==> config.mk <==
export PLATFORM = sky130hd
export DESIGN_NAME = vdec_top
export DESIGN_NICKNAME = d
export VERILOG_FILES = /design/src/design/vdec_pkg.sv /design/src/design/vdec_class_decode.sv /design/src/design/vdec_op_decode.sv /design/src/design/vdec_ctrl_gen.sv /design/src/design/vdec_top.sv
export VERILOG_INCLUDE_DIRS = /design/src /design/src/design
export SDC_FILE = /design/constraint.sdc
export NUM_CORES = 1
export LEC_CHECK = 0
export BUFFER_PORTS_ARGS = -buffer_cell sky130_fd_sc_hd__buf_2
export CELL_PAD_IN_SITES_DETAIL_PLACEMENT = 1
export CELL_PAD_IN_SITES_GLOBAL_PLACEMENT = 1
export CORE_ASPECT_RATIO = 1.4
export CORE_MARGIN = 2
export CORE_UTILIZATION = 45
export CTS_CLUSTER_DIAMETER = 50
export DETAILED_ROUTE_END_ITERATION = 8
export PLACE_DENSITY = 0.89
export SETUP_SLACK_MARGIN = 0.5
export SYNTH_ARGS = -nofsm -noshare
export SYNTH_HDL_FRONTEND = slang
export SYNTH_HIERARCHICAL = 1
export SYNTH_SLANG_ARGS = --single-unit
==> constraint.sdc <==
create_clock -name CLK -period 1.2 [get_ports CLK]
set_input_delay 0.24 -clock CLK [delete_from_list [all_inputs] [get_ports CLK]]
set_output_delay 0.24 -clock CLK [all_outputs]
set_load 0.02 [all_outputs]
==> src/design/vdec_settings.svh <==
// vector decode settings: instruction geometry and major opcode values
`ifndef VDEC_SETTINGS_SVH
`define VDEC_SETTINGS_SVH

// instruction word width
`define VDEC_XLEN 32

// register index width, also the width of the 5-bit immediate
`define VDEC_REG_W 5

// major opcode field width
`define VDEC_OPC_W 7

// vector arithmetic and configuration space
`define VDEC_OP_VECTOR 7'b1010111

// vector loads share the floating-point load opcode
`define VDEC_OP_LOAD_FP 7'b0000111

// vector stores share the floating-point store opcode
`define VDEC_OP_STORE_FP 7'b0100111

`endif

==> src/design/vdec_pkg.sv <==
// vector decode types: instruction views, operation enums and control bundles
`default_nettype none

`include "vdec_settings.svh"

package vdec_pkg;

  // funct3 of the vector opcode selects the operand format
  typedef enum logic [2:0] {
    OPIVV = 3'b000,
    OPFVV = 3'b001,
    OPMVV = 3'b010,
    OPIVI = 3'b011,
    OPIVX = 3'b100,
    OPFVF = 3'b101,
    OPMVX = 3'b110,
    OPCFG = 3'b111
  } vfunct3_t;

  // integer OPI funct6 encodings that are decoded
  typedef enum logic [5:0] {
    VADD   = 6'b000000,
    VSUB   = 6'b000010,
    VRSUB  = 6'b000011,
    VMINU  = 6'b000100,
    VMIN   = 6'b000101,
    VMAXU  = 6'b000110,
    VMAX   = 6'b000111,
    VAND   = 6'b001001,
    VOR    = 6'b001010,
    VXOR   = 6'b001011,
    VMSEQ  = 6'b011000,
    VMSNE  = 6'b011001,
    VMSLTU = 6'b011010,
    VMSLT  = 6'b011011,
    VMSLEU = 6'b011100,
    VMSLE  = 6'b011101,
    VMSGTU = 6'b011110,
    VMSGT  = 6'b011111,
    VSLL   = 6'b100101,
    VSRL   = 6'b101000,
    VSRA   = 6'b101001
  } vopi_t;

  typedef enum logic [5:0] {
    BAD_OP,
    OP_VADD, OP_VSUB, OP_VRSUB,
    OP_VMINU, OP_VMIN, OP_VMAXU, OP_VMAX,
    OP_VAND, OP_VOR, OP_VXOR,
    OP_VMSEQ, OP_VMSNE, OP_VMSLTU, OP_VMSLT,
    OP_VMSLEU, OP_VMSLE, OP_VMSGTU, OP_VMSGT,
    OP_VSLL, OP_VSRL, OP_VSRA
  } vop_t;

  typedef enum logic [1:0] {NOT_CFG, VSETVLI, VSETIVLI, VSETVL} cfgsel_t;

  typedef enum logic [2:0] {ARITH, LOAD_UNIT, STORE_UNIT} fu_t;

  typedef enum logic [3:0] {
    VALU_ADD, VALU_SUB, VALU_AND, VALU_OR, VALU_XOR,
    VALU_SLL, VALU_SRL, VALU_SRA, VALU_COMP, VALU_MM
  } valu_op_t;

  typedef enum logic [2:0] {VSEQ, VSNE, VSLTU, VSLT, VSLEU, VSLE, VSGTU, VSGT} comp_t;

  typedef enum logic [1:0] {MIN, MINU, MAX, MAXU} minmax_t;

  // operand source: vector register, scalar register or immediate
  typedef enum logic [1:0] {V, X, I} src_t;

  // funct6 keeps the bit numbering of the instruction word
  typedef struct packed {
    logic [`VDEC_XLEN-1:`VDEC_XLEN-6] funct6;
    logic                             vm;
    logic [`VDEC_REG_W-1:0]           vs2;
    logic [`VDEC_REG_W-1:0]           vs1;
    vfunct3_t                         funct3;
    logic [`VDEC_REG_W-1:0]           vd;
    logic [`VDEC_OPC_W-1:0]           opcode;
  } varith_fmt_t;

  typedef struct packed {
    logic [2:0]             nf;
    logic                   mew;
    logic [1:0]             mop;
    logic                   vm;
    logic [`VDEC_REG_W-1:0] lumop;
    logic [`VDEC_REG_W-1:0] rs1;
    logic [2:0]             width;
    logic [`VDEC_REG_W-1:0] vd;
    logic [`VDEC_OPC_W-1:0] opcode;
  } vmem_fmt_t;

  // same word, read as arithmetic or as memory format
  typedef union packed {
    varith_fmt_t arith;
    vmem_fmt_t   mem;
  } vinstr_u;

  typedef struct packed {
    logic     is_vopi;
    logic     is_vopm;
    vfunct3_t vfunct3;
    logic     is_load;
    logic     is_store;
    logic     strided;
    cfgsel_t  cfgsel;
  } vclass_t;

  typedef struct packed {
    logic                   illegal;
    logic                   de_en;
    logic                   is_load;
    logic                   is_store;
    cfgsel_t                cfgsel;
    fu_t                    fu_type;
    valu_op_t               aluop;
    comp_t                  comp_type;
    minmax_t                minmax_type;
    logic                   is_signed;
    logic                   imm_op;
    logic                   sign_extend;
    logic                   single_bit_op;
    src_t                   rs1_type;
    src_t                   rs2_type;
    logic [`VDEC_REG_W-1:0] vd;
    logic [`VDEC_REG_W-1:0] vs1;
    logic [`VDEC_REG_W-1:0] vs2;
    logic                   vm;
    logic [`VDEC_REG_W-1:0] imm_5;
  } vctrl_t;

endpackage

`default_nettype wire

==> src/design/vdec_class_decode.sv <==
// instruction classifier: arithmetic group, memory access and config selection
`timescale 1ns/1ps
`default_nettype none

`include "vdec_settings.svh"

module vdec_class_decode (
  input  vdec_pkg::vinstr_u instr,
  output vdec_pkg::vclass_t cls
);

  // element width codes of vector loads and stores
  localparam logic [2:0] WIDTH8  = 3'b000;
  localparam logic [2:0] WIDTH16 = 3'b101;
  localparam logic [2:0] WIDTH32 = 3'b110;

  // mop code for constant-stride addressing
  localparam logic [1:0] MOP_STRIDED = 2'b10;

  vdec_pkg::vfunct3_t vfunct3;
  logic               is_vector;
  logic               is_load_op;
  logic               is_store_op;
  logic               width_ok;
  logic               is_cfg;

  assign vfunct3     = instr.arith.funct3;
  assign is_vector   = (instr.arith.opcode == `VDEC_OP_VECTOR);
  assign is_load_op  = (instr.mem.opcode == `VDEC_OP_LOAD_FP);
  assign is_store_op = (instr.mem.opcode == `VDEC_OP_STORE_FP);

  // 64-bit elements fall outside this unit
  assign width_ok = (instr.mem.width == WIDTH8) ||
                    (instr.mem.width == WIDTH16) ||
                    (instr.mem.width == WIDTH32);

  assign is_cfg = is_vector && (vfunct3 == vdec_pkg::OPCFG);

  always_comb begin
    cls = '0;
    cls.vfunct3 = vfunct3;

    cls.is_vopi = is_vector && ((vfunct3 == vdec_pkg::OPIVV) ||
                                (vfunct3 == vdec_pkg::OPIVX) ||
                                (vfunct3 == vdec_pkg::OPIVI));
    cls.is_vopm = is_vector && ((vfunct3 == vdec_pkg::OPMVV) ||
                                (vfunct3 == vdec_pkg::OPMVX));

    cls.is_load  = is_load_op && width_ok;
    cls.is_store = is_store_op && width_ok;

    // only meaningful for an accepted memory access
    cls.strided = (cls.is_load || cls.is_store) && (instr.mem.mop == MOP_STRIDED);

    // top word bits pick the config flavor
    if (!is_cfg) begin
      cls.cfgsel = vdec_pkg::NOT_CFG;
    end else if (instr.arith.funct6[`VDEC_XLEN-1] == 1'b0) begin
      cls.cfgsel = vdec_pkg::VSETVLI;
    end else if (instr.arith.funct6[`VDEC_XLEN-2] == 1'b1) begin
      cls.cfgsel = vdec_pkg::VSETIVLI;
    end else begin
      cls.cfgsel = vdec_pkg::VSETVL;
    end
  end

endmodule

`default_nettype wire

==> src/design/vdec_op_decode.sv <==
// operation decoder: maps funct6 and operand format to an op and flags illegal words
`timescale 1ns/1ps
`default_nettype none

`include "vdec_settings.svh"

module vdec_op_decode (
  input  vdec_pkg::vinstr_u instr,
  input  vdec_pkg::vclass_t cls,
  output vdec_pkg::vop_t    op,
  output logic              illegal
);

  vdec_pkg::vopi_t funct6_opi;
  logic            is_vector;
  logic            fmt_vv;
  logic            fmt_vx;
  logic            fmt_vi;
  logic            fmt_all;
  logic            fmt_vv_vx;
  logic            fmt_vx_vi;

  assign funct6_opi = vdec_pkg::vopi_t'(instr.arith.funct6);
  assign is_vector  = (instr.arith.opcode == `VDEC_OP_VECTOR);

  assign fmt_vv = (cls.vfunct3 == vdec_pkg::OPIVV);
  assign fmt_vx = (cls.vfunct3 == vdec_pkg::OPIVX);
  assign fmt_vi = (cls.vfunct3 == vdec_pkg::OPIVI);

  // legal format sets
  assign fmt_all   = fmt_vv || fmt_vx || fmt_vi;
  assign fmt_vv_vx = fmt_vv || fmt_vx;
  assign fmt_vx_vi = fmt_vx || fmt_vi;

  always_comb begin
    op = vdec_pkg::BAD_OP;
    // OPM words stay at BAD_OP
    if (cls.is_vopi) begin
      case (funct6_opi)
        vdec_pkg::VADD:   op = fmt_all   ? vdec_pkg::OP_VADD   : vdec_pkg::BAD_OP;
        vdec_pkg::VSUB:   op = fmt_vv_vx ? vdec_pkg::OP_VSUB   : vdec_pkg::BAD_OP;
        vdec_pkg::VRSUB:  op = fmt_vx_vi ? vdec_pkg::OP_VRSUB  : vdec_pkg::BAD_OP;
        vdec_pkg::VMINU:  op = fmt_vv_vx ? vdec_pkg::OP_VMINU  : vdec_pkg::BAD_OP;
        vdec_pkg::VMIN:   op = fmt_vv_vx ? vdec_pkg::OP_VMIN   : vdec_pkg::BAD_OP;
        vdec_pkg::VMAXU:  op = fmt_vv_vx ? vdec_pkg::OP_VMAXU  : vdec_pkg::BAD_OP;
        vdec_pkg::VMAX:   op = fmt_vv_vx ? vdec_pkg::OP_VMAX   : vdec_pkg::BAD_OP;
        vdec_pkg::VAND:   op = fmt_all   ? vdec_pkg::OP_VAND   : vdec_pkg::BAD_OP;
        vdec_pkg::VOR:    op = fmt_all   ? vdec_pkg::OP_VOR    : vdec_pkg::BAD_OP;
        vdec_pkg::VXOR:   op = fmt_all   ? vdec_pkg::OP_VXOR   : vdec_pkg::BAD_OP;
        vdec_pkg::VMSEQ:  op = fmt_all   ? vdec_pkg::OP_VMSEQ  : vdec_pkg::BAD_OP;
        vdec_pkg::VMSNE:  op = fmt_all   ? vdec_pkg::OP_VMSNE  : vdec_pkg::BAD_OP;
        vdec_pkg::VMSLTU: op = fmt_vv_vx ? vdec_pkg::OP_VMSLTU : vdec_pkg::BAD_OP;
        vdec_pkg::VMSLT:  op = fmt_vv_vx ? vdec_pkg::OP_VMSLT  : vdec_pkg::BAD_OP;
        vdec_pkg::VMSLEU: op = fmt_all   ? vdec_pkg::OP_VMSLEU : vdec_pkg::BAD_OP;
        vdec_pkg::VMSLE:  op = fmt_all   ? vdec_pkg::OP_VMSLE  : vdec_pkg::BAD_OP;
        // no vv form, the operands would just swap
        vdec_pkg::VMSGTU: op = fmt_vx_vi ? vdec_pkg::OP_VMSGTU : vdec_pkg::BAD_OP;
        vdec_pkg::VMSGT:  op = fmt_vx_vi ? vdec_pkg::OP_VMSGT  : vdec_pkg::BAD_OP;
        vdec_pkg::VSLL:   op = fmt_all   ? vdec_pkg::OP_VSLL   : vdec_pkg::BAD_OP;
        vdec_pkg::VSRL:   op = fmt_all   ? vdec_pkg::OP_VSRL   : vdec_pkg::BAD_OP;
        vdec_pkg::VSRA:   op = fmt_all   ? vdec_pkg::OP_VSRA   : vdec_pkg::BAD_OP;
        default:          op = vdec_pkg::BAD_OP;
      endcase
    end
  end

  // config words are legal without an op
  assign illegal = is_vector && (cls.cfgsel == vdec_pkg::NOT_CFG) &&
                   (op == vdec_pkg::BAD_OP);

endmodule

`default_nettype wire

==> src/design/vdec_ctrl_gen.sv <==
// control generator: turns class and decoded op into the execute control bundle
`timescale 1ns/1ps
`default_nettype none

`include "vdec_settings.svh"

module vdec_ctrl_gen (
  input  vdec_pkg::vinstr_u instr,
  input  vdec_pkg::vclass_t cls,
  input  vdec_pkg::vop_t    op,
  input  logic              illegal,
  output vdec_pkg::vctrl_t  ctrl
);

  vdec_pkg::valu_op_t aluop;
  vdec_pkg::comp_t    comp_type;
  vdec_pkg::minmax_t  minmax_type;
  logic               is_signed;
  logic               is_vector;
  logic               imm_op;
  logic               is_shift;
  logic               rs1_scalar;

  assign is_vector = (instr.arith.opcode == `VDEC_OP_VECTOR);

  always_comb begin
    case (op)
      vdec_pkg::OP_VADD:  aluop = vdec_pkg::VALU_ADD;
      vdec_pkg::OP_VSUB,
      vdec_pkg::OP_VRSUB: aluop = vdec_pkg::VALU_SUB;
      vdec_pkg::OP_VAND:  aluop = vdec_pkg::VALU_AND;
      vdec_pkg::OP_VOR:   aluop = vdec_pkg::VALU_OR;
      vdec_pkg::OP_VXOR:  aluop = vdec_pkg::VALU_XOR;
      vdec_pkg::OP_VSLL:  aluop = vdec_pkg::VALU_SLL;
      vdec_pkg::OP_VSRL:  aluop = vdec_pkg::VALU_SRL;
      vdec_pkg::OP_VSRA:  aluop = vdec_pkg::VALU_SRA;
      vdec_pkg::OP_VMSEQ, vdec_pkg::OP_VMSNE, vdec_pkg::OP_VMSLTU, vdec_pkg::OP_VMSLT,
      vdec_pkg::OP_VMSLEU, vdec_pkg::OP_VMSLE, vdec_pkg::OP_VMSGTU,
      vdec_pkg::OP_VMSGT: aluop = vdec_pkg::VALU_COMP;
      vdec_pkg::OP_VMINU, vdec_pkg::OP_VMIN, vdec_pkg::OP_VMAXU,
      vdec_pkg::OP_VMAX:  aluop = vdec_pkg::VALU_MM;
      default:            aluop = vdec_pkg::VALU_ADD;
    endcase
  end

  always_comb begin
    case (op)
      vdec_pkg::OP_VMSNE:  comp_type = vdec_pkg::VSNE;
      vdec_pkg::OP_VMSLTU: comp_type = vdec_pkg::VSLTU;
      vdec_pkg::OP_VMSLT:  comp_type = vdec_pkg::VSLT;
      vdec_pkg::OP_VMSLEU: comp_type = vdec_pkg::VSLEU;
      vdec_pkg::OP_VMSLE:  comp_type = vdec_pkg::VSLE;
      vdec_pkg::OP_VMSGTU: comp_type = vdec_pkg::VSGTU;
      vdec_pkg::OP_VMSGT:  comp_type = vdec_pkg::VSGT;
      default:             comp_type = vdec_pkg::VSEQ;
    endcase
  end

  always_comb begin
    case (op)
      vdec_pkg::OP_VMINU: minmax_type = vdec_pkg::MINU;
      vdec_pkg::OP_VMAX:  minmax_type = vdec_pkg::MAX;
      vdec_pkg::OP_VMAXU: minmax_type = vdec_pkg::MAXU;
      default:            minmax_type = vdec_pkg::MIN;
    endcase
  end

  // signed arithmetic and signed or equality compares
  always_comb begin
    case (op)
      vdec_pkg::OP_VADD, vdec_pkg::OP_VSUB, vdec_pkg::OP_VRSUB, vdec_pkg::OP_VMIN,
      vdec_pkg::OP_VMAX, vdec_pkg::OP_VMSEQ, vdec_pkg::OP_VMSNE, vdec_pkg::OP_VMSLT,
      vdec_pkg::OP_VMSLE, vdec_pkg::OP_VMSGT: is_signed = 1'b1;
      default:                                is_signed = 1'b0;
    endcase
  end

  assign imm_op = is_vector && ((cls.vfunct3 == vdec_pkg::OPIVI) ||
                                (cls.vfunct3 == vdec_pkg::OPCFG));

  // shift amounts and the vsetivli AVL are unsigned immediates
  assign is_shift = (op == vdec_pkg::OP_VSLL) || (op == vdec_pkg::OP_VSRL) ||
                    (op == vdec_pkg::OP_VSRA);

  assign rs1_scalar = cls.is_load || cls.is_store ||
                      (is_vector && ((cls.vfunct3 == vdec_pkg::OPIVX) ||
                                     (cls.vfunct3 == vdec_pkg::OPMVX))) ||
                      (cls.cfgsel == vdec_pkg::VSETVLI) || (cls.cfgsel == vdec_pkg::VSETVL);

  always_comb begin
    ctrl = '0;
    ctrl.illegal  = illegal;
    ctrl.de_en    = is_vector && !illegal && (cls.cfgsel == vdec_pkg::NOT_CFG);
    ctrl.is_load  = cls.is_load;
    ctrl.is_store = cls.is_store;
    ctrl.cfgsel   = cls.cfgsel;

    if (cls.is_load) begin
      ctrl.fu_type = vdec_pkg::LOAD_UNIT;
    end else if (cls.is_store) begin
      ctrl.fu_type = vdec_pkg::STORE_UNIT;
    end else begin
      ctrl.fu_type = vdec_pkg::ARITH;
    end

    ctrl.aluop         = aluop;
    ctrl.comp_type     = comp_type;
    ctrl.minmax_type   = minmax_type;
    ctrl.is_signed     = is_signed;
    ctrl.imm_op        = imm_op;
    ctrl.sign_extend   = !(is_shift || (cls.cfgsel == vdec_pkg::VSETIVLI));
    ctrl.single_bit_op = (aluop == vdec_pkg::VALU_COMP);

    if (rs1_scalar) begin
      ctrl.rs1_type = vdec_pkg::X;
    end else if (imm_op) begin
      ctrl.rs1_type = vdec_pkg::I;
    end else begin
      ctrl.rs1_type = vdec_pkg::V;
    end
    // stride comes from the second scalar register
    ctrl.rs2_type = cls.strided ? vdec_pkg::X : vdec_pkg::V;

    ctrl.vd    = instr.arith.vd;
    ctrl.vs1   = instr.arith.vs1;
    ctrl.vs2   = instr.arith.vs2;
    ctrl.vm    = instr.arith.vm;
    ctrl.imm_5 = instr.arith.vs1;
  end

endmodule

`default_nettype wire

==> src/design/vdec_top.sv <==
// vector decode stage: combinational decoders followed by one control register stage
`timescale 1ns/1ps
`default_nettype none

`include "vdec_settings.svh"

module vdec_top (
  input  logic              CLK,
  input  logic              rst_n,
  input  logic              instr_valid,
  input  vdec_pkg::vinstr_u instr,
  output logic              ctrl_valid,
  output vdec_pkg::vctrl_t  ctrl
);

  vdec_pkg::vclass_t cls;
  vdec_pkg::vop_t    op;
  logic              illegal;
  vdec_pkg::vctrl_t  ctrl_next;

  vdec_class_decode class_decode_i (
    .instr (instr),
    .cls   (cls)
  );

  vdec_op_decode op_decode_i (
    .instr   (instr),
    .cls     (cls),
    .op      (op),
    .illegal (illegal)
  );

  vdec_ctrl_gen ctrl_gen_i (
    .instr   (instr),
    .cls     (cls),
    .op      (op),
    .illegal (illegal),
    .ctrl    (ctrl_next)
  );

  // decode-to-execute boundary
  always_ff @(posedge CLK or negedge rst_n) begin
    if (!rst_n) begin
      ctrl_valid <= 1'b0;
      ctrl       <= '0;
    end else begin
      ctrl_valid <= instr_valid;
      // hold the last bundle between strobes
      if (instr_valid) begin
        ctrl <= ctrl_next;
      end
    end
  end

endmodule

`default_nettype wire

==> flow_summary.json, run 1 <==
{
  "avgSynthCellArea_um2": 10.7,
  "initial_core_util": 0.468,
  "rows": 36,
  "cts.sinks": 48,
  "failing_step": "global routing",
  "ioPinCount": 83,
  "synth_warnings": 6,
  "endpoint_type": "sequential cell input",
  "grt_overflow": 167,
  "die_x_um": 76.2,
  "h-tree-depth": 2,
  "syn_inst": 306,
  "clock_path_buffers": 2,
  "grt_antenna_before_repair": 1,
  "root_buffer": "clkbuf_8",
  "synth_area_um2": 3290,
  "stop_error": "[ERROR GRT-0232] Routing congestion too high. Check the congestion heatmap in the GUI.",
  "track_usage": 0.791,
  "portBuffers": 82,
  "status": "did not finish",
  "die_h_um": 105,
  "numCtsBuffers": 5,
  "routabilityCongestion": 0.853,
  "grt_max_degree": 42,
  "hpwl_um": 7910,
  "crit_endpoint": "ctrl[36]$_DFFE_PN0P_/D"
}
## what timing repair did
item | in CTS
endpoints found under the hold margin | 7
pin swaps | 16
endpoints found under the setup margin | 95
gates resized for setup | 185
buffers inserted | 45
hold buffers | 1
## metal layers
metal,overflow,track usage
met1,1,0.795
met2,97,0.959
met5,0,0.0533
met3,3,0.586
met4,66,0.887
## per-stage QoR
| stage | area (um2) | setup WS [ns] | TNS, ns | std cells | hold WS [ns] |
|---|---|---|---|---|---|
| after detailed placement | 4040 | -1.37 | -23.29 | 495 | 0.103 |
| after global placement | 4040 | -1.30 | -21.44 | 495 | 0.104 |
| after CTS | 5180 | -0.940 | -14.36 | 549 | -0.0920 |
| after floorplan | 3450 | -1.12 | -15.14 | 307 | -0.0556 |
==> run 2: changes to the inputs <==
--- a/config.mk
+++ b/config.mk
@@ -7,15 +7,10 @@
 export NUM_CORES = 1
 export LEC_CHECK = 0
 export BUFFER_PORTS_ARGS = -buffer_cell sky130_fd_sc_hd__buf_2
-export CELL_PAD_IN_SITES_DETAIL_PLACEMENT = 1
-export CELL_PAD_IN_SITES_GLOBAL_PLACEMENT = 1
-export CORE_ASPECT_RATIO = 1.4
 export CORE_MARGIN = 2
-export CORE_UTILIZATION = 45
-export CTS_CLUSTER_DIAMETER = 50
+export CORE_UTILIZATION = 35
 export DETAILED_ROUTE_END_ITERATION = 8
-export PLACE_DENSITY = 0.89
-export SETUP_SLACK_MARGIN = 0.5
+export PLACE_DENSITY_LB_ADDON = 0.15
 export SYNTH_ARGS = -nofsm -noshare
 export SYNTH_HDL_FRONTEND = slang
 export SYNTH_HIERARCHICAL = 1
==> flow_summary.json, run 2 <==
{
  "initial_core_util": 0.359,
  "dieArea_um2": 10200,
  "h-tree-depth": 2,
  "arrival_ns": 2.42,
  "grt_pass1_vias": 2544,
  "crit_path_top_delay_cell": "or4b_4",
  "fmax_mhz": 461,
  "die_x_um": 101,
  "cts_tree": "built",
  "drv_slew": 0,
  "min_path_cells": 2,
  "ioPinCount": 83,
  "nFillCells": 827,
  "rows": 35,
  "finalCriticalPeriod_ns": 2.17,
  "regToRegStartpoint": "ctrl[45]",
  "skew_ns": 0,
  "track_usage": 0.151,
  "place_area_um2": 4040,
  "rrSetupSlack_ns": 0.41,
  "largest-register": "ctrl",
  "die_h_um": 101,
  "insertion_delay_ns": 0.30,
  "clock_path_buffers": 2,
  "status": "complete, but fails checks",
  "vdd_ir_drop_max_mv": 0.380,
  "p_switching_mw": 1.05,
  "violations": "setup timing",
  "max-cap-violations": 0,
  "drt_wl_total_um": 7830,
  "coreArea_um2": 9150,
  "syn_inst": 306,
  "path_depth": 10,
  "vias_per_cell": 4.93,
  "postLayoutCellArea_um2": 4620,
  "drt_iter0_markers": 71,
  "critPathLaunchType": "primary input",
  "rsz0062_at_grt": "true",
  "fin_nets": 460,
  "synth_warnings": 6,
  "r2r.worst_path.cells": 1,
  "root_buffer": "clkbuf_8",
  "clkTransAtPathRegs_ns": 0.09,
  "powerDensity_nw_per_um2": 793,
  "intPower_mw": 2.61,
  "r2r_end": "ctrl[45]",
  "critPathKind": "in -> reg",
  "largest_register_ffs": 47,
  "end_kind": "register",
  "holdPathEnd": "ctrl[8]",
  "detail-route-antenna-nets": 0,
  "numCtsBuffers": 5,
  "num_antenna_cells": 0,
  "portBuffers": 82,
  "area_growth_pct": 40.7,
  "final_common_cell": "buf_2",
  "grt_overflow": 0,
  "grt_max_degree": 49,
  "post-route-drc-count": 0,
  "critPathTopFamily": "simple AND/OR/NAND/NOR gates",
  "crit_path_max_incr_delay_ns": 0.53,
  "cts.sinks": 48,
  "holdWs_ns": 0.163,
  "avgSynthCellArea_um2": 10.7,
  "fin_ws_ns": -0.972,
  "hold_violations": 0,
  "vias": 2650,
  "setup_viol": 21,
  "top_regs": "ctrl x47, ctrl_valid x1",
  "clkPwrFrac": 0.280,
  "swShare": 0.288,
  "wl_per_cell_um": 14.6,
  "cp_data_required_time_ns": 1.44,
  "p_total_mw": 3.67,
  "p_leak_nw": 2.18,
  "mostFrequentLayoutCells": "buf_2, buf_4, dfrtp_1",
  "routabilityCongestion": 0.853,
  "grt_pass1_wl_um": 12500,
  "min_period_over_period": 1.81,
  "grt_antenna_before_repair": 0,
  "drive_gt1_frac": 0.631,
  "p_seq_frac": 0.474,
  "hold_class": "in -> reg",
  "hpwl_um": 5710,
  "worst-path-buf-inv": 1,
  "drtPass1Iterations": 5,
  "instances_no_fill": 537,
  "place_inst": 508,
  "crit_fanout": 6,
  "min_from": "instr[22]",
  "power_frac_comb": 0.246,
  "crit_chain": "buf_6 > nand4b_4 > or4b_4 > nor2_4 > o2111ai_4 > nor2b_4 > or3b_4 > nor4b_4 > a31o_1 > mux2_4",
  "synth_area_um2": 3290
}
==> run 2: per-layer routing <==
metal | up-vias | track usage | wire (um)
met4 | 0 | 0.0364 | 67
met5 | - | 0 | 0
met3 | 7 | 0.0284 | 334
met1 | 1279 | 0.212 | 3730
li1 | 1299 | - | -
met2 | 65 | 0.243 | 3690
==> run 2: metrics by stage <==
step | util | TNS (ns) | setup WS (ns)
5_1_grt | 0.505 | -18.27 | -1.08
2_1_floorplan | - | -15.14 | -1.12
4_1_cts | 0.493 | -14.16 | -0.956
3_5_place_dp | 0.441 | -22.12 | -1.41
3_3_place_gp | 0.441 | -21.54 | -1.29
6_report | 0.505 | -16.50 | -0.972
==> run 2: power by group through the flow <==
stage          combinational [mW]  clock (mW)  sequential [mW]
6_report                    0.903        1.03             1.74
5_1_grt                     0.969        1.13             1.75
4_1_cts                     0.899        1.07             1.74
3_5_place_dp                0.812           0             1.77
3_3_place_gp                0.807           0             1.76
2_1_floorplan               0.426           0             1.87
==> run 2: area by class of cell <==
cell class	count	area, um2	share of cell area
timing repair buffer	168	1250	0.270
multi-input combinational	197	1920	0.415
tap	111	139	0.0300
clock inverter	2	13.8	0.00298
inverter	5	18.8	0.00406
sequential	48	1200	0.260
clock buffer	6	82.6	0.0179
==> run 2: what timing repair did <==
item,in CTS,in global routing
gates resized for setup,68,13
hold buffers,1,0
buffers inserted,12,11
setup endpoints to repair,23,23
pin swaps,13,8
endpoints found under the hold margin,48,0
==> run 2: how the worst max path moves through the flow <==
stage	endpoint	start	slack, ns
6_report	ctrl[36]	instr[3]	-0.97
4_1_cts	ctrl[36]	instr[3]	-0.96
3_5_place_dp	ctrl[36]	instr[3]	-1.41
2_1_floorplan	ctrl[36]	instr[3]	-1.12
3_3_place_gp	ctrl[26]	instr[3]	-1.29
5_1_grt	ctrl[33]	instr[3]	-1.08
No activity file was read; power rests on OpenSTA's default activity.
